### src/common/disk_consts.svh
`ifndef DISK_CONSTS_SVH
`define DISK_CONSTS_SVH

`define DISK_WORDS 500
`define IMEM_WORDS 256
`define FIFO_DEPTH 4

// register map, byte offsets
`define REG_CTRL      5'h00
`define REG_SRC       5'h04
`define REG_DST       5'h08
`define REG_LEN       5'h0C
`define REG_DISK_ADDR 5'h10
`define REG_DISK_DATA 5'h14
`define REG_IMEM_ADDR 5'h18
`define REG_IMEM_DATA 5'h1C

`define RESP_OKAY   2'b00
`define RESP_SLVERR 2'b10

`endif

### src/common/disk_pkg.sv
`default_nettype none

package disk_pkg;

	typedef logic [31:0] disk_word_t;	// one disk or instruction word
	typedef logic [8:0]  disk_addr_t;	// 500 of 512 words exist
	typedef logic [7:0]  imem_addr_t;	// wraps at 256
	typedef logic [8:0]  xfer_len_t;	// 0 is an empty transfer
	typedef logic [4:0]  reg_addr_t;	// register byte address

	// block reader sequencing
	typedef enum logic [1:0] {
		IDLE,
		STREAM,
		DRAIN
	} loader_state_t;

endpackage

`default_nettype wire

### src/loader/word_fifo.sv
`default_nettype none
`include "disk_consts.svh"

module word_fifo
	import disk_pkg::*;
(
	input  logic                          clk,
	input  logic                          rst_n,
	input  logic                          push,
	input  disk_word_t                    push_data,
	input  logic                          pop,
	output disk_word_t                    pop_data,
	output logic                          empty,
	output logic [$clog2(`FIFO_DEPTH):0]  fill
);

	localparam int PTR_W = $clog2(`FIFO_DEPTH);

	disk_word_t       fifo_mem [`FIFO_DEPTH];
	logic [PTR_W-1:0] wr_ptr;
	logic [PTR_W-1:0] rd_ptr;
	logic [PTR_W:0]   count;

	assign pop_data = fifo_mem[rd_ptr];	// head word falls through
	assign empty = (count == '0);
	assign fill = count;

	always_ff @(posedge clk) begin
		if (push) begin
			fifo_mem[wr_ptr] <= push_data;
		end
	end

	always_ff @(posedge clk) begin
		if (!rst_n) begin
			wr_ptr <= '0;
			rd_ptr <= '0;
			count <= '0;
		end else begin
			if (push) begin
				wr_ptr <= wr_ptr + 1'b1;	// depth is a power of two
			end
			if (pop) begin
				rd_ptr <= rd_ptr + 1'b1;
			end
			case ({push, pop})
				2'b10: count <= count + 1'b1;
				2'b01: count <= count - 1'b1;
				default: count <= count;
			endcase
		end
	end

endmodule

`default_nettype wire

### config.mk
export PLATFORM = sky130hd
export DESIGN_NAME = word_fifo
export DESIGN_NICKNAME = d
export VERILOG_FILES = /design/src/common/disk_pkg.sv /design/src/loader/word_fifo.sv
export VERILOG_INCLUDE_DIRS = /design/src /design/src/common
export SDC_FILE = /design/constraint.sdc
export NUM_CORES = 1
export LEC_CHECK = 0
export BUFFER_PORTS_ARGS = -buffer_cell sky130_fd_sc_hd__buf_2
export CAP_MARGIN = 20
export CELL_PAD_IN_SITES_DETAIL_PLACEMENT = 0
export CELL_PAD_IN_SITES_GLOBAL_PLACEMENT = 1
export CORE_UTILIZATION = 45
export DETAILED_ROUTE_END_ITERATION = 10
export GPL_TIMING_DRIVEN = 0
export PLACE_DENSITY = 0.73
export SYNTH_ARGS = -nofsm -noshare
export SYNTH_HDL_FRONTEND = slang
export SYNTH_SLANG_ARGS = --single-unit
### constraint.sdc
create_clock -name clk -period 2.45 [get_ports clk]
set_input_delay 0.245 -clock clk [delete_from_list [all_inputs] [get_ports clk]]
set_output_delay 0.245 -clock clk [all_outputs]
set_load 0.05 [all_outputs]
==> flow_summary.yaml <==
power_and_ir_drop:
  p_comb_frac: 0.137
  switching_share: 0.242
  power_density_nw_per_um2: 946
  p_int_w: 0.00444
  p_clk_frac: 0.399
  p_leak_nw: 2.16
  netSwitchingPower_w: 0.00141
  seqPwrFrac: 0.465
  peakVddDrop_uv: 616
layout:
  finalInstanceArea_um2: 6190
  final_cells: 455
  nNetsFinal: 344
  drive_gt1_frac: 0.432
  area_growth_pct: 21.3
  n_antenna_cell: 0
  mostFrequentLayoutCells: "edfxtp_1 (128), buf_2 (74), mux4_2 (30)"
  layout_commonest_cell: "edfxtp_1"
clocking:
  cts.reportedPaths.clkPinSlew_ns: 0.05
  ctsResizeCount: 0
  post_cts_buffers: 0
  cts.path.max_buffers: 2
  cts_tree: "built"
  clock_latency_ns: 0.40
  cts_hold_buf: 0
  htree_levels: 4
  cts_sinks: 137
  clockRootBuffer: "clkbuf_16"
  cts_inserted_buffers: 17
critical_path:
  crit_type: "reg -> out"
  critPathSlowestCell: "mux4_2"
  crit_path_start_kind: "register"
  crit_buf_inv: 3
  cp-end-kind: "output port"
  cp.arrival_ns: 1.81
  critPathTopFamily: "buffers and inverters"
  crit_fanout: 10
  slowest_delay_ns: 0.52
  path_cells: "buf_6 -> buf_12 -> mux4_2 -> buf_2"
  crit_required_ns: 2.20
  rr_startpoint: "wr_ptr[0]"
logic_synthesis:
  ys_types: 20
  yosysSeqAreaShare: 0.789
  yosysWarnings: 0
  synth_nets: 254
  synth_area_um2: 5100
  avgSynthCellArea_um2: 24.1
  synth_seq_cells: 137
  syn_inst: 212
timing:
  maxSlewViolCount: 0
  max_freq_mhz: 487
  whs_ns: 0.0559
  worst_slew_pin_slew_ns: 0.896
  setup_viol: 0
  fin_ws_ns: 0.397
  hold_violations: 0
  finalCritPeriodShare: 0.838
  tns_ns: 0
  skew_ns: 0.00569
  relSlewSlack: 0.403
  fin_crit_ns: 2.05
  rsz0062_at_grt: "false"
floorplanning:
  die_h_um: 108
  rows: 38
  coreArea_um2: 10900
  dieArea_um2: 11800
  io_pins: 72
  start_util: 0.467
  die_w_um: 108
route:
  wl_met1_mm: 3.37
  wl_mm: 8.16
  dr.pass1.iters: 4
  postRouteAntennaNets: 0
  viasPerCell: 5.09
  wl_met2_mm: 4.28
  vias: 2318
  highest_layer: "met4"
  drtIter0Drc: 92
  met3RoutedLength_um: 413
  drc: 0
  wl_per_cell_um: 17.9
global_route:
  antenna_found_initial: 0
  overflow: 0
  track_usage: 0.155
  grt_max_degree: 33
  grt_pass1_wl_mm: 12.3
  grt_pass1_vias: 2400
placed_design:
  placed_area_um2: 5640
  detailed_place_hpwl_mm: 4.75
  port_buffers: 71
  place_congestion: 0.625
  dp_slack_ns: 0.692
  dp_cells: 423
job:
  drv_cap: 0
outcome:
  outcome: "completed"
worst_hold_path:
  hp-class: "in -> reg"
  worstHoldStart: "push_data[4]"
-- metrics by stage --
| step | util | total power (W) |
|---|---|---|
| after floorplan | - | 0.00338 |
| after global placement | 0.515 | 0.00357 |
| after detailed placement | 0.516 | 0.00358 |
| after CTS | 0.566 | 0.00591 |
| after global routing | 0.566 | 0.00606 |
| final | 0.566 | 0.00585 |
-- synthesized netlist by cell type --
cell / instances / area share
a21boi_0: 1 / 0.0015
and2_1: 10 / 0.012
buf_12: 3 / 0.012
buf_2: 3 / 0.0029
buf_6: 1 / 0.0022
dfxtp_1: 9 / 0.035
edfxtp_1: 128 / 0.75
fa_1: 1 / 0.0039
ha_1: 5 / 0.012
inv_1: 6 / 0.0044
mux2i_1: 1 / 0.0020
mux4_1: 2 / 0.010
mux4_2: 30 / 0.13
nand2_1: 2 / 0.0015
nor2b_1: 1 / 0.0012
nor3_1: 1 / 0.00098
o21ai_0: 2 / 0.0020
or3_1: 1 / 0.0012
xnor2_1: 2 / 0.0034
xor2_1: 3 / 0.0052
-- worst paths after layout --
kind,end,slack (ns),depth (start not counted)
setup reg to reg,fifo_mem[2][25],0.78,3
setup / recovery,pop_data[31],0.40,4
hold reg to reg,fill[2],0.52,2
hold / removal,fifo_mem[0][4],0.06,1
-- cell families after synthesis --
| logic type | Yosys count | synth area share |
|---|---|---|
| and+or+nand+nor | 15 | 0.0172 |
| buffers and inverters | 13 | 0.0213 |
| muxes | 33 | 0.145 |
| AOI/OAI and AO/OA | 3 | 0.00343 |
| xor gates and xnor gates | 5 | 0.00858 |
| adders and majority gates | 6 | 0.0162 |
| DFF | 137 | 0.789 |
-- sequential cells by signal (all words and copies together), names as in the netlist, named ones only --
name and flops:
rd_ptr 2, fifo_mem 128, wr_ptr 2, fill 3
-- worst reg2reg max path, delay by kind of cell (launching register included) --
kind                     cells  cell delay (ns)
buffers and inverters        1             0.09
adder cells (fa/ha/maj)      1             0.13
AND/OR/NAND/NOR              1             0.73
flip-flops                   1             0.34
-- final cells by class --
cell class,instances,area [um^2]
clock inverters,3,40.0
well taps,140,175
fillers,871,4750
flip-flops and latches,137,4020
multi-input cells,62,975
plain buffers,7,86.3
clock buffers,29,510
repair buffers,71,355
inverters,6,22.5
-- per-layer routing --
metal  up-vias  global-route usage
met5         -                   0
met4         0              0.0724
met3         6              0.0567
met2        63               0.263
met1      1192               0.173
li1       1057                   -
-- power groups by stage --
stage / combinational [W] / clock (W) / sequential [W]
floorplan: 0.000596 / 0 / 0.00278
global placement: 0.000806 / 0 / 0.00276
detailed placement: 0.000815 / 0 / 0.00277
CTS: 0.000816 / 0.00237 / 0.00272
global route: 0.000849 / 0.00248 / 0.00273
finish: 0.000801 / 0.00233 / 0.00272
Power figures use the tool's default switching activity.
