## src/common/disk_consts.svh

```systemverilog
`ifndef DISK_CONSTS_SVH
`define DISK_CONSTS_SVH

`define DISK_WORDS 500
`define IMEM_WORDS 256
`define FIFO_DEPTH 4

// register map, byte offsets
`define REG_CTRL      5'h00
`define REG_SRC       5'h04
`define REG_DST       5'h08
`define REG_LEN       5'h0C
`define REG_DISK_ADDR 5'h10
`define REG_DISK_DATA 5'h14
`define REG_IMEM_ADDR 5'h18
`define REG_IMEM_DATA 5'h1C

`define RESP_OKAY   2'b00
`define RESP_SLVERR 2'b10

`endif

```

## src/common/disk_pkg.sv

```systemverilog
`default_nettype none

package disk_pkg;

	typedef logic [31:0] disk_word_t;	// one disk or instruction word
	typedef logic [8:0]  disk_addr_t;	// 500 of 512 words exist
	typedef logic [7:0]  imem_addr_t;	// wraps at 256
	typedef logic [8:0]  xfer_len_t;	// 0 is an empty transfer
	typedef logic [4:0]  reg_addr_t;	// register byte address

	// block reader sequencing
	typedef enum logic [1:0] {
		IDLE,
		STREAM,
		DRAIN
	} loader_state_t;

endpackage

`default_nettype wire

```

## src/hw/disk_loader_regs.sv

```systemverilog
`default_nettype none
`include "disk_consts.svh"

module disk_loader_regs
	import disk_pkg::*;
(
	input  logic       clk,
	input  logic       rst_n,
	input  reg_addr_t  awaddr,
	input  logic       awvalid,
	output logic       awready,
	input  disk_word_t wdata,
	input  logic       wvalid,
	output logic       wready,
	output logic [1:0] bresp,
	output logic       bvalid,
	input  logic       bready,
	input  reg_addr_t  araddr,
	input  logic       arvalid,
	output logic       arready,
	output disk_word_t rdata,
	output logic [1:0] rresp,
	output logic       rvalid,
	input  logic       rready,
	output logic       start,
	output disk_addr_t src,
	output imem_addr_t dst,
	output xfer_len_t  len,
	output logic       host_en,
	output logic       host_we,
	output disk_addr_t host_addr,
	output disk_word_t host_wdata,
	input  disk_word_t host_rdata,
	output logic       imem_rd,
	output imem_addr_t imem_addr,
	input  disk_word_t imem_rdata,
	input  logic       xfer_done
);

	reg_addr_t  aw_addr_q;
	logic       aw_held;	// address arrived ahead of data
	disk_word_t w_data_q;
	logic       w_held;
	logic       aw_hs;
	logic       w_hs;
	logic       wr_fire;
	reg_addr_t  wr_addr;
	disk_word_t wr_data;
	logic [1:0] wr_resp;
	logic       ar_hs;
	logic       rd_pend;	// memory read under way
	logic       rd_imem;
	logic       rd_err;
	disk_word_t rd_value;
	logic [1:0] rd_resp;
	logic       busy;
	logic       done;

	assign awready = !bvalid && !aw_held;
	assign wready = !bvalid && !w_held;
	assign aw_hs = awvalid && awready;
	assign w_hs = wvalid && wready;
	assign wr_fire = (aw_held || aw_hs) && (w_held || w_hs);
	assign wr_addr = aw_held ? aw_addr_q : awaddr;
	assign wr_data = w_held ? w_data_q : wdata;

	// a write completing this cycle may need the disk port
	assign arready = !rvalid && !rd_pend && !wr_fire;
	assign ar_hs = arvalid && arready;

	assign host_we = wr_fire && (wr_addr == `REG_DISK_DATA) && !busy;
	assign host_en = host_we || (ar_hs && (araddr == `REG_DISK_DATA) && !busy);
	assign host_wdata = wr_data;
	assign imem_rd = ar_hs && (araddr == `REG_IMEM_DATA);

	always_comb begin
		case (wr_addr)
			`REG_CTRL, `REG_SRC, `REG_DST, `REG_LEN,
			`REG_DISK_ADDR, `REG_IMEM_ADDR: wr_resp = `RESP_OKAY;
			`REG_DISK_DATA: wr_resp = busy ? `RESP_SLVERR : `RESP_OKAY;
			default: wr_resp = `RESP_SLVERR;	// IMEM_DATA is read only
		endcase
	end

	always_comb begin
		rd_resp = `RESP_OKAY;
		case (araddr)
			`REG_CTRL: rd_value = {30'b0, done, busy};
			`REG_SRC: rd_value = disk_word_t'(src);
			`REG_DST: rd_value = disk_word_t'(dst);
			`REG_LEN: rd_value = disk_word_t'(len);
			`REG_DISK_ADDR: rd_value = disk_word_t'(host_addr);
			`REG_IMEM_ADDR: rd_value = disk_word_t'(imem_addr);
			default: begin
				rd_value = '0;
				rd_resp = `RESP_SLVERR;
			end
		endcase
	end

	always_ff @(posedge clk) begin
		if (aw_hs) begin
			aw_addr_q <= awaddr;
		end
		if (w_hs) begin
			w_data_q <= wdata;
		end
	end

	always_ff @(posedge clk) begin
		if (!rst_n) begin
			aw_held <= 1'b0;
			w_held <= 1'b0;
			bvalid <= 1'b0;
			bresp <= `RESP_OKAY;
			start <= 1'b0;
			busy <= 1'b0;
			done <= 1'b0;
			src <= '0;
			dst <= '0;
			len <= '0;
			host_addr <= '0;
			imem_addr <= '0;
		end else begin
			start <= 1'b0;
			if (xfer_done) begin
				busy <= 1'b0;
				done <= 1'b1;
			end
			if (wr_fire) begin
				aw_held <= 1'b0;
				w_held <= 1'b0;
				bvalid <= 1'b1;
				bresp <= wr_resp;
				case (wr_addr)
					`REG_CTRL: begin
						if (wr_data[0] && !busy) begin	// start while busy is ignored
							start <= 1'b1;
							busy <= 1'b1;
							done <= 1'b0;
						end
					end
					`REG_SRC: src <= wr_data[8:0];
					`REG_DST: dst <= wr_data[7:0];
					`REG_LEN: len <= wr_data[8:0];
					`REG_DISK_ADDR: host_addr <= wr_data[8:0];
					`REG_IMEM_ADDR: imem_addr <= wr_data[7:0];
					default: ;
				endcase
			end else begin
				if (aw_hs) begin
					aw_held <= 1'b1;
				end
				if (w_hs) begin
					w_held <= 1'b1;
				end
				if (bvalid && bready) begin
					bvalid <= 1'b0;
				end
			end
		end
	end

	always_ff @(posedge clk) begin
		if (!rst_n) begin
			rvalid <= 1'b0;
			rresp <= `RESP_OKAY;
			rdata <= '0;
			rd_pend <= 1'b0;
			rd_imem <= 1'b0;
			rd_err <= 1'b0;
		end else begin
			if (ar_hs) begin
				if (araddr == `REG_DISK_DATA || araddr == `REG_IMEM_DATA) begin
					rd_pend <= 1'b1;
					rd_imem <= (araddr == `REG_IMEM_DATA);
					rd_err <= (araddr == `REG_DISK_DATA) && busy;
				end else begin
					rvalid <= 1'b1;
					rdata <= rd_value;
					rresp <= rd_resp;
				end
			end else if (rd_pend) begin
				rd_pend <= 1'b0;	// memory output is valid now
				rvalid <= 1'b1;
				rdata <= rd_err ? '0 : (rd_imem ? imem_rdata : host_rdata);
				rresp <= rd_err ? `RESP_SLVERR : `RESP_OKAY;
			end else if (rvalid && rready) begin
				rvalid <= 1'b0;
			end
		end
	end

endmodule

`default_nettype wire

```

## config.mk

```make
export PLATFORM = sky130hd
export DESIGN_NAME = disk_loader_regs
export DESIGN_NICKNAME = d
export VERILOG_FILES = /design/src/common/disk_pkg.sv /design/src/hw/disk_loader_regs.sv
export VERILOG_INCLUDE_DIRS = /design/src /design/src/common
export SDC_FILE = /design/constraint.sdc
export NUM_CORES = 1
export LEC_CHECK = 0
export BUFFER_PORTS_ARGS = -buffer_cell sky130_fd_sc_hd__buf_2
export CELL_PAD_IN_SITES_DETAIL_PLACEMENT = 0
export CELL_PAD_IN_SITES_GLOBAL_PLACEMENT = 1
export CORE_MARGIN = 3
export CORE_UTILIZATION = 38
export CTS_CLUSTER_DIAMETER = 150
export DETAILED_ROUTE_END_ITERATION = 8
export PLACE_DENSITY = 0.93
export SLEW_MARGIN = 5
export SYNTH_ARGS = -nofsm -noshare
export SYNTH_HDL_FRONTEND = slang
export SYNTH_SLANG_ARGS = --single-unit
```

## constraint.sdc

```tcl
create_clock -name clk -period 6.3 [get_ports clk]
set_input_delay 0 -clock clk [delete_from_list [all_inputs] [get_ports clk]]
set_output_delay 0 -clock clk [all_outputs]
set_load 0.01 [all_outputs]
```

==> metrics.txt <==
WL final 17900 um; register area 2855 um^2; area grow syn2layout 50.60%; Primary FF master, synth dfxtp_1; simple-gate area share of the yosys netlist 15.35%; Initial Utilization 39.74%; hold path depth 5; worst-margin pin slew 1.047 ns; post-synthesis cell count 546; Iteration-0 DRC Markers 351; die height 127.6 um; maxcap violations 0; Post-Syn Area per Cell 10.30 um^2; largest net degree at the start of global routing 49; top-count cell post-synth nor2_1; IO buf count 231; final setup fails 0; DRC 0; critical-path maximum fanout 36; Core ar. 14150 um^2; top cells by count, synth nor2_1, dfxtp_1, mux2i_1; Root Buffer clkbuf_16; Mapped Area 5623 um^2; largest area contributor in the netlist dfxtp_1; post-route ant nets 0; via density per instance 5.047; CP Launch Type flip-flop; deepest clock path buffer count 2; number of synthesized flops with an enable pin 37; initial antenna violation count 3; Vias 5315; Final GP Congestion 0.7721; YS warnings 0; min Tclk post-route 3.325 ns; Synth area leaders dfxtp_1, edfxtp_1, mux2i_1; Compound-Gate Fraction of Synth Area 14.04%; CP Capture Type flip-flop; drt wl/cell 17.00 um; Final Hold Viols 0; kind of critical path flip-flop to flip-flop; post-synthesis async set-or-reset flop share 0%; CP Data Arrival Time 3.68 ns; maximum clock frequency 0.3008 GHz; post-layout net count 971; worst setup margin 2.975 ns; status completed; clk sinks 124; fin crit share 52.78%; H-tree levels 4; pwr dens 266.6 nW/um^2; mux share of post-synthesis cell area 15.51%; Slew HR 30.19%; HPWL after DPL 11930 um; drt pass-1 iters 4; clk_lat worst skew 0.41 ns; RSZ-0062 raised after global routing no; first-pass GRT wire length 27850 um; share of cells above drive strength 1 35.29%; Yosys reg bits 124; Critical Path RT 6.66 ns; num rows 43; Clock Skews 0.005333 ns; DIE WIDTH 127.6 um; leakage 3.548 nW; I/O pin total 234; Setup Total Neg Slack 0 ns; GR Util All Layers 21.75%; CTS tree yes; Peak VDD IR 0.2316 mV; max-slew violation count 0; number of global-route vias before repair 5364; area occupied by multi-input gates 2544 um^2; Setup Fix Bufs, Post-CTS 0; Worst-path clk slew 0.05 ns; share of the yosys chip area belonging to registers 50.73%; XOR/XNOR share of the synthesized area 0%; post-synthesis adder-cell area fraction 0%; reg2reg path depth 5; Hold Crit Class input pin to flip-flop; Inserted Clock Buffers 17; Overflow after GRT 0; Unique masters post-synth 57; Filler cells 1235; largest family of logic cells by synthesized area multiplexers; pre-CTS setup slack 3.510 ns; die area 16290 um^2; Yosys top cell area share 30.97%
## cells in the final DEF (no fill, tap or decap), types with 6 or more instances in the layout
| cell type | instances |
|---|---|
| o22ai_1 | 7 |
| buf_2 | 231 |
| inv_1 | 12 |
| nand2_1 | 10 |
| dfxtp_1 | 85 |
| nor3b_1 | 6 |
| a21oi_1 | 41 |
| o22a_1 | 6 |
| clkbuf_16 | 17 |
| dlygate4sd3_1 | 95 |
| a211oi_1 | 43 |
| edfxtp_1 | 37 |
| mux2i_1 | 59 |
| nor2_1 | 112 |
| mux2_2 | 23 |
## final cells by class
type	count	area share, %
inverter	13	0.5762
multi-input combinational	372	30.04
clock buffer	18	5.186
timing repair buffer	329	25.15
antenna	3	0.08865
clock inverter	14	2.586
tap	180	2.660
sequential	124	33.72
## what timing repair did
item                      CTS  global route
hold endpoints to repair   73             0
hold buffers               95             0
gates resized for setup     0             0
## worst max-delay path, cell delays in order (launching register included)
cell and delay [ns]:
dfxtp_2 0.93, o22ai_2 0.46, a41oi_4 0.97, and2_0 0.22, o31a_1 0.11, dlygate4sd3_1 0.54
## per-layer routing
| metal | up-vias | share of wire [%] | global-route usage [%] |
|---|---|---|---|
| li1 | 2592 | - | - |
| met1 | 2515 | 42 | 26.06 |
| met2 | 163 | 51 | 37.10 |
| met3 | 43 | 4.5 | 5.268 |
| met4 | 2 | 3.2 | 9.613 |
| met5 | - | 0.073 | 0 |
## flip-flops by register name, indices dropped and copies added (netlist names)
name,flops
aw_addr_q,5
aw_held,1
bresp,1
busy,1
bvalid,1
done,1
dst,8
host_addr,9
imem_addr,8
len,9
rd_err,1
rd_imem,1
rd_pend,1
rdata,32
rresp,1
rvalid,1
src,9
start,1
w_data_q,32
w_held,1
## kinds of logic (layout without fill, tap and decap cells)
logic type	count (synthesis)	after routing
simple gates	174	174
compound gates	113	113
buf+inv	51	374
mux	83	83
flops	124	124
other cells	1	5
## path summary, 6_finish.rpt
path | start | to | slack, ns
min | host_rdata[1] | rdata[1] | 0.02
max | w_held | rdata[2] | 2.98
max reg2reg | w_held | rdata[2] | 2.98
min reg2reg | rdata[5] | rdata[5] | 0.45
## where the power goes
group	total (mW)	internal [mW]	switching [mW]
logic	0.289	0.143	0.146
registers	0.889	0.859	0.0296
clock network	1.08	0.713	0.367
## through the flow
stage                     utilization [%]  power [mW]  cell area [um^2]  hold WS (ns)  instances
after floorplan                         -       1.044              5627       0.09887        547
after detailed placement            48.42       1.145              6852        0.1919        923
after CTS                           59.79       2.271              8461      0.003081       1050
final                               59.85       2.257              8468       0.01754       1053
after global placement              48.42       1.141              6852        0.1898        923
after global routing                59.83       2.341              8466       0.07400       1052
No activity file was read; power rests on OpenSTA's default activity.
