### src/common/disk_consts.svh
`ifndef DISK_CONSTS_SVH
`define DISK_CONSTS_SVH

`define DISK_WORDS 500
`define IMEM_WORDS 256
`define FIFO_DEPTH 4

// register map, byte offsets
`define REG_CTRL      5'h00
`define REG_SRC       5'h04
`define REG_DST       5'h08
`define REG_LEN       5'h0C
`define REG_DISK_ADDR 5'h10
`define REG_DISK_DATA 5'h14
`define REG_IMEM_ADDR 5'h18
`define REG_IMEM_DATA 5'h1C

`define RESP_OKAY   2'b00
`define RESP_SLVERR 2'b10

`endif

### src/common/disk_pkg.sv
`default_nettype none

package disk_pkg;

	typedef logic [31:0] disk_word_t;	// one disk or instruction word
	typedef logic [8:0]  disk_addr_t;	// 500 of 512 words exist
	typedef logic [7:0]  imem_addr_t;	// wraps at 256
	typedef logic [8:0]  xfer_len_t;	// 0 is an empty transfer
	typedef logic [4:0]  reg_addr_t;	// register byte address

	// block reader sequencing
	typedef enum logic [1:0] {
		IDLE,
		STREAM,
		DRAIN
	} loader_state_t;

endpackage

`default_nettype wire

### src/loader/block_reader.sv
`default_nettype none
`include "disk_consts.svh"

module block_reader
	import disk_pkg::*;
(
	input  logic                          clk,
	input  logic                          rst_n,
	input  logic                          start,
	input  disk_addr_t                    src,
	input  xfer_len_t                     len,
	output logic                          rd_en,
	output disk_addr_t                    rd_addr,
	input  disk_word_t                    rd_data,
	output logic                          push,
	output disk_word_t                    push_data,
	input  logic [$clog2(`FIFO_DEPTH):0]  fill
);

	loader_state_t state;
	xfer_len_t     remaining;	// reads still to issue
	logic          credit_ok;

	// a word being pushed right now is not in fill yet
	assign credit_ok = (int'(fill) + int'(push)) < `FIFO_DEPTH;
	assign rd_en = (state == STREAM) && credit_ok;
	assign push_data = rd_data;	// disk data is valid the cycle after the read

	always_ff @(posedge clk) begin
		if (!rst_n) begin
			state <= IDLE;
			remaining <= '0;
			rd_addr <= '0;
			push <= 1'b0;
		end else begin
			push <= rd_en;
			case (state)
				IDLE: begin
					if (start && len != '0) begin
						state <= STREAM;
						rd_addr <= src;
						remaining <= len;
					end
				end
				STREAM: begin
					if (rd_en) begin
						// parks on 511 so the rest of an overrunning block reads zero
						if (rd_addr != '1) begin
							rd_addr <= rd_addr + 1'b1;
						end
						remaining <= remaining - 1'b1;
						if (remaining == xfer_len_t'(1)) begin
							state <= DRAIN;	// last read issued
						end
					end
				end
				DRAIN: begin
					if (push) begin
						state <= IDLE;	// last word goes in now
					end
				end
				default: state <= IDLE;
			endcase
		end
	end

endmodule

`default_nettype wire

### config.mk
export PLATFORM = sky130hd
export DESIGN_NAME = block_reader
export DESIGN_NICKNAME = d
export VERILOG_FILES = /design/src/common/disk_pkg.sv /design/src/loader/block_reader.sv
export VERILOG_INCLUDE_DIRS = /design/src /design/src/common
export SDC_FILE = /design/constraint.sdc
export NUM_CORES = 1
export LEC_CHECK = 0
export BUFFER_PORTS_ARGS = -buffer_cell sky130_fd_sc_hd__buf_4
export CAP_MARGIN = 20
export CELL_PAD_IN_SITES_DETAIL_PLACEMENT = 1
export CELL_PAD_IN_SITES_GLOBAL_PLACEMENT = 2
export CORE_MARGIN = 4
export CORE_UTILIZATION = 22
export DETAILED_ROUTE_END_ITERATION = 10
export PLACE_DENSITY = 0.88
export SYNTH_ARGS = -nofsm -noshare
export SYNTH_HDL_FRONTEND = slang
export SYNTH_SLANG_ARGS = --single-unit
### constraint.sdc
create_clock -name clk -period 2.45 [get_ports clk]
set_input_delay 0.1225 -clock clk [delete_from_list [all_inputs] [get_ports clk]]
set_output_delay 0.1225 -clock clk [all_outputs]
set_load 0.01 [all_outputs]
==> results of run 1 <==
layer usage:
metal	wire, µm	GRT usage, %	up-vias
met5	0	0	-
li1	-	-	750
met4	80	3.25	0
met3	289	3.11	10
met1	2290	14.8	768
met2	2420	19.5	37
power groups by stage:
stage / combinational, W / clock, W / sequential, W
6_report: 0.000492 / 0.000242 / 0.000452
5_1_grt: 0.000546 / 0.000264 / 0.000463
4_1_cts: 0.000495 / 0.000255 / 0.000452
3_5_place_dp: 0.000492 / 0 / 0.000459
3_3_place_gp: 0.000481 / 0 / 0.000456
2_1_floorplan: 0.000383 / 0 / 0.000448
synth_stat cells, drive strengths merged (4+ instances only):
cell type / n
o21ai: 5
o32ai: 9
and2: 5
nor2: 8
clkbuf: 9
nand3: 5
a221oi: 11
or3: 5
nor3: 8
o21a: 5
dfxtp: 21
inv: 8
buf: 40
nor4: 4
a21oi: 6
o22ai: 5
ha: 4
nand2: 21
a211oi: 4
worst paths after layout:
path,endpoint,slack (ns),cells after the start
hold reg to reg,remaining[8],0.47,2
setup / recovery,rd_addr[6],0.21,8
hold / removal,push,0.18,3
setup reg to reg,rd_addr[6],0.21,8
cell families (layout without fill, tap and decap cells):
| family | Yosys count | after routing |
|---|---|---|
| flops | 21 | 21 |
| fa+ha+maj | 4 | 4 |
| buf+inv | 57 | 55 |
| mux | 3 | 3 |
| simple gates | 66 | 66 |
| compound gates | 61 | 61 |
tightest hold or removal path, delay by kind of cell:
kind / cells / cell delay, ns
AND/OR/NAND/NOR: 1 / 0.05
buffers and inverters: 1 / 0.09
AO/OA/AOI/OAI: 1 / 0.14
cell type report:
| type | instances | area, µm² |
|---|---|---|
| fill | 915 | 5460 |
| multi-input combinational | 134 | 893 |
| sequential | 21 | 420 |
| timing repair buffer | 43 | 323 |
| tap | 99 | 124 |
| clock buffer | 4 | 45.0 |
| inverter | 8 | 30.0 |
flip-flops by register name, summed over array words and instances (netlist names):
| name | cells |
|---|---|
| remaining | 9 |
| push | 1 |
| state | 2 |
| rd_addr | 9 |
through the flow:
| stage | hold WS, ns | area, µm² | total power [W] | std cells |
|---|---|---|---|---|
| 5_1_grt | 0.188 | 1840 | 0.00127 | 309 |
| 3_5_place_dp | 0.245 | 1790 | 0.000951 | 305 |
| 3_3_place_gp | 0.245 | 1790 | 0.000936 | 305 |
| 6_report | 0.177 | 1840 | 0.00119 | 309 |
| 2_1_floorplan | 0.294 | 1660 | 0.000831 | 212 |
| 4_1_cts | 0.175 | 1840 | 0.00120 | 309 |
==> impl_metrics.json, run 1 <==
{
  "power_switching_w": 0.000445,
  "io_pins": 99,
  "mappedNetlistNets": 272,
  "r2r-start": "rd_addr[0]",
  "p_int_w": 0.000741,
  "diodes": 0,
  "htree_levels": 1,
  "placementRows": 31,
  "worstSkewPairLatency_ns": 0.27,
  "synth-adder-area-share_pct": 3.01,
  "cts_buffers": 3,
  "rsz0062_at_grt": "false",
  "netSwitchingFraction_pct": 37.5,
  "avgSynthCellArea_um2": 7.83,
  "cts_buffer_depth": 2,
  "wl_um": 5080,
  "firstDrtPassIters": 4,
  "cp-startpoint": "rd_addr[0]",
  "worst_slew_pin_slew_ns": 0.606,
  "grt_first_pass_wirelength_um": 8330,
  "die_area_um2": 9000,
  "dpl.hpwl_um": 3740,
  "p_leak_nw": 0.698,
  "postCtsHoldBufs": 0,
  "root_buffer": "clkbuf_8",
  "min_path_type": "input port to flop",
  "synthMuxAreaShare_pct": 1.81,
  "worstSetupPathType": "flop to flop",
  "first_iter_violations": 51,
  "yosys.area.top_type_share_pct": 25.3,
  "drive_above_1_share_pct": 26.2,
  "relSlewSlack_pct": 59.2,
  "grt_max_degree": 26,
  "synthTopCellsByArea": "dfxtp_1, buf_4, a221oi_1",
  "grt_usage_pct": 11.7,
  "path_max_fanout": 10,
  "synth-seq-cells": 21,
  "worstHoldStart": "fill[2]",
  "final_nets": 271,
  "ys_async_sr_fraction_pct": 0,
  "crit_chain": "ha_1 > nand3_1 > nor3_1 > ha_1 > nor2_1 > nand3_1 > a21o_1 > o32ai_1",
  "cpPeakStageDelay_ns": 0.40,
  "route.detailed.drc": 0,
  "comb_power_share_pct": 41.4,
  "cp_data_arrival_time_ns": 2.41,
  "path_delay_family": "compound AO/OA/AOI/OAI gates",
  "ant_nets": 0,
  "end_kind": "flop",
  "worst_slack_ns": 0.212,
  "synth-simple-area-share_pct": 20.5,
  "synth_edf_count": 0,
  "power_density_nw_per_um2": 646,
  "synth-xor-area-share_pct": 0,
  "grt_antenna_before_repair": 0,
  "dp_slack_ns": 0.244,
  "cp_num_buf_inv": 0,
  "crit_slowest_cell": "a21o_1",
  "synth_top_family_by_area": "compound AO/OA/AOI/OAI gates",
  "power.share.clock_pct": 20.4,
  "synth_top_cell_by_area": "dfxtp_1",
  "core_um2": 7290,
  "final.period_utilization_pct": 91.3,
  "via_per_inst": 5.06,
  "io_buffers": 34,
  "cp-start-kind": "flop",
  "place_congestion": 0.808,
  "synthCells": 212,
  "p_seq_share_pct": 38.1,
  "netlist_area_um2": 1660,
  "cts_sinks": 21,
  "synth-compound-area-share_pct": 28.5,
  "yosysWarnings": 0,
  "timing.fmax_mhz": 447,
  "skew_ns": 0.00529,
  "fin_crit_ns": 2.24,
  "mostFrequentLayoutCell": "buf_4",
  "start_util_pct": 22.8,
  "cts_tree": "built",
  "postCtsSetupBuffers": 0,
  "die_x_um": 94.9,
  "grt_overflow_total": 0,
  "cts_resized": 0,
  "layout_common_cells": "buf_4, nand2_1, dfxtp_1",
  "finalHoldViolCount": 0,
  "die_height_um": 94.9,
  "setup_violations": 0,
  "syn2layout_area_growth_pct": 10.6,
  "grt_pass1_vias": 1664,
  "utilization_pct": 25.2,
  "clk_pin_slew_ns": 0.08,
  "maxSlewViolCount": 0,
  "vias": 1565,
  "status": "complete, no violations",
  "ys_types": 41,
  "ys_seq_area_share_pct": 25.3,
  "setup-tns-final_ns": 0,
  "cp.required_ns": 2.63,
  "wl_per_cell_um": 16.4,
  "ys.flop_type": "dfxtp_1",
  "peakVddDrop_uv": 165,
  "max_cap_viol_count": 0
}
Note: power is estimated with default switching activity, not from simulation.
==> run 2: changes to the inputs <==
Settings changed: HOLD_SLACK_MARGIN set to 0.05, SETUP_SLACK_MARGIN set to 0.3.
==> impl_metrics.json, run 2 (synthesis gave the netlist of run 1 again) <==
{
  "cpPeakStageDelay_ns": 0.36,
  "root_buffer": "clkbuf_8",
  "finalHoldViolCount": 0,
  "grt_usage_pct": 11.7,
  "mostFrequentLayoutCell": "buf_4",
  "cp-start-kind": "flop",
  "max_cap_viol_count": 0,
  "cts_sinks": 21,
  "grt_overflow_total": 0,
  "peakVddDrop_uv": 177,
  "setup-tns-final_ns": 0,
  "grt_pass1_vias": 1669,
  "clk_pin_slew_ns": 0.08,
  "htree_levels": 1,
  "grt_antenna_before_repair": 0,
  "power.share.clock_pct": 20.1,
  "path_max_fanout": 11,
  "first_iter_violations": 57,
  "worst_slew_pin_slew_ns": 0.663,
  "final_cells": 310,
  "final.period_utilization_pct": 82.0,
  "skew_ns": 0.00495,
  "cp_data_arrival_time_ns": 2.19,
  "relSlewSlack_pct": 55.8,
  "status": "complete, no violations",
  "diodes": 0,
  "p_int_w": 0.000751,
  "postCtsHoldBufs": 0,
  "p_total_w": 0.00120,
  "io_buffers": 34,
  "maxSlewViolCount": 0,
  "cts_buffers": 3,
  "start_util_pct": 22.8,
  "utilization_pct": 25.7,
  "placementRows": 31,
  "final_nets": 272,
  "route.detailed.drc": 0,
  "comb_power_share_pct": 42.1,
  "cpMostUsedCell": "ha_1",
  "p_leak_nw": 0.706,
  "ant_nets": 0,
  "power_density_nw_per_um2": 641,
  "path_delay_family": "compound AO/OA/AOI/OAI gates",
  "firstDrtPassIters": 4,
  "worstSkewPairLatency_ns": 0.27,
  "core_um2": 7290,
  "end_kind": "flop",
  "grt_first_pass_wirelength_um": 8340,
  "crit_chain": "ha_1 > nand3_1 > nor3_1 > ha_1 > nor2_2 > nand3_4 > a21o_4 > o32ai_1",
  "wl_um": 5150,
  "netSwitchingFraction_pct": 37.6,
  "rsz0062_at_grt": "false",
  "p_seq_share_pct": 37.8,
  "via_per_inst": 5.09,
  "cts_buffer_depth": 2,
  "fillers": 918,
  "vias": 1577,
  "place_congestion": 0.808,
  "syn2layout_area_growth_pct": 13.0,
  "die_area_um2": 9000,
  "drive_above_1_share_pct": 28.4,
  "io_pins": 99,
  "timing.fmax_mhz": 497,
  "setup_violations": 0,
  "cp.required_ns": 2.63,
  "dpl.cell_count": 305,
  "die_height_um": 94.9,
  "die_x_um": 94.9,
  "wl_per_cell_um": 16.6,
  "power_switching_w": 0.000451,
  "cp_num_buf_inv": 0,
  "min_path_type": "input port to flop",
  "grt_max_degree": 26,
  "layout_common_cells": "buf_4, nand2_1, dfxtp_1",
  "dpl.hpwl_um": 3740,
  "crit_slowest_cell": "dfxtp_1",
  "worstSetupPathType": "flop to flop",
  "fin_crit_ns": 2.01,
  "reg_top3": "rd_addr (9), remaining (9), state (2)",
  "cts_tree": "built"
}
run 2: timing repair:
| action | in CTS | in global routing |
|---|---|---|
| endpoints found under the setup margin | 7 | 7 |
| buffers inserted | 0 | 0 |
| cloned | 0 | 1 |
| pin swaps | 0 | 1 |
| gates resized for setup | 3 | 5 |
run 2: metal layers:
metal | up-vias | global-route usage [%] | share of wire (%)
li1 | 754 | - | -
met1 | 780 | 14.8 | 44
met2 | 33 | 19.4 | 49
met3 | 10 | 3.11 | 5.3
met4 | 0 | 3.25 | 1.5
met5 | - | 0 | 0
run 2: metrics by stage:
step,hold WS (ns),setup slack (ns),area (µm²)
after floorplan,0.294,0.445,1660
after global placement,0.245,0.311,1790
after detailed placement,0.245,0.244,1790
after CTS,0.175,0.349,1840
after global routing,0.188,0.279,1880
final,0.177,0.440,1880
run 2: final cells by class:
type | count | area (µm²) | share of cell area [%]
Tap cell | 99 | 124 | 6.60
Sequential cell | 21 | 420 | 22.4
Multi-Input combinational cell | 135 | 933 | 49.8
Timing Repair Buffer | 43 | 323 | 17.2
Inverter | 8 | 30.0 | 1.60
Clock buffer | 4 | 45.0 | 2.40
run 2: power groups by stage:
| stage | Clock [W] | Combinational [W] | Sequential (W) |
|---|---|---|---|
| finish | 0.000242 | 0.000506 | 0.000454 |
| global route | 0.000264 | 0.000562 | 0.000464 |
| CTS | 0.000255 | 0.000497 | 0.000453 |
| detailed placement | 0 | 0.000492 | 0.000459 |
| global placement | 0 | 0.000481 | 0.000456 |
| floorplan | 0 | 0.000383 | 0.000448 |
run 2: final timing paths:
check,from,to,slack (ns),depth (start not counted)
hold reg to reg,remaining[8],remaining[8],0.47,2
setup / recovery,rd_addr[0],rd_addr[6],0.44,8
hold / removal,fill[2],push,0.18,3
setup reg to reg,rd_addr[0],rd_addr[6],0.44,8
run 2: worst reg2reg max path, delay by kind of cell (launching register included):
| kind | cells | cell delay (ns) |
|---|---|---|
| AOI/OAI and AO/OA | 2 | 0.57 |
| adders and majority gates | 2 | 0.43 |
| DFF | 1 | 0.36 |
| and+or+nand+nor | 4 | 0.55 |
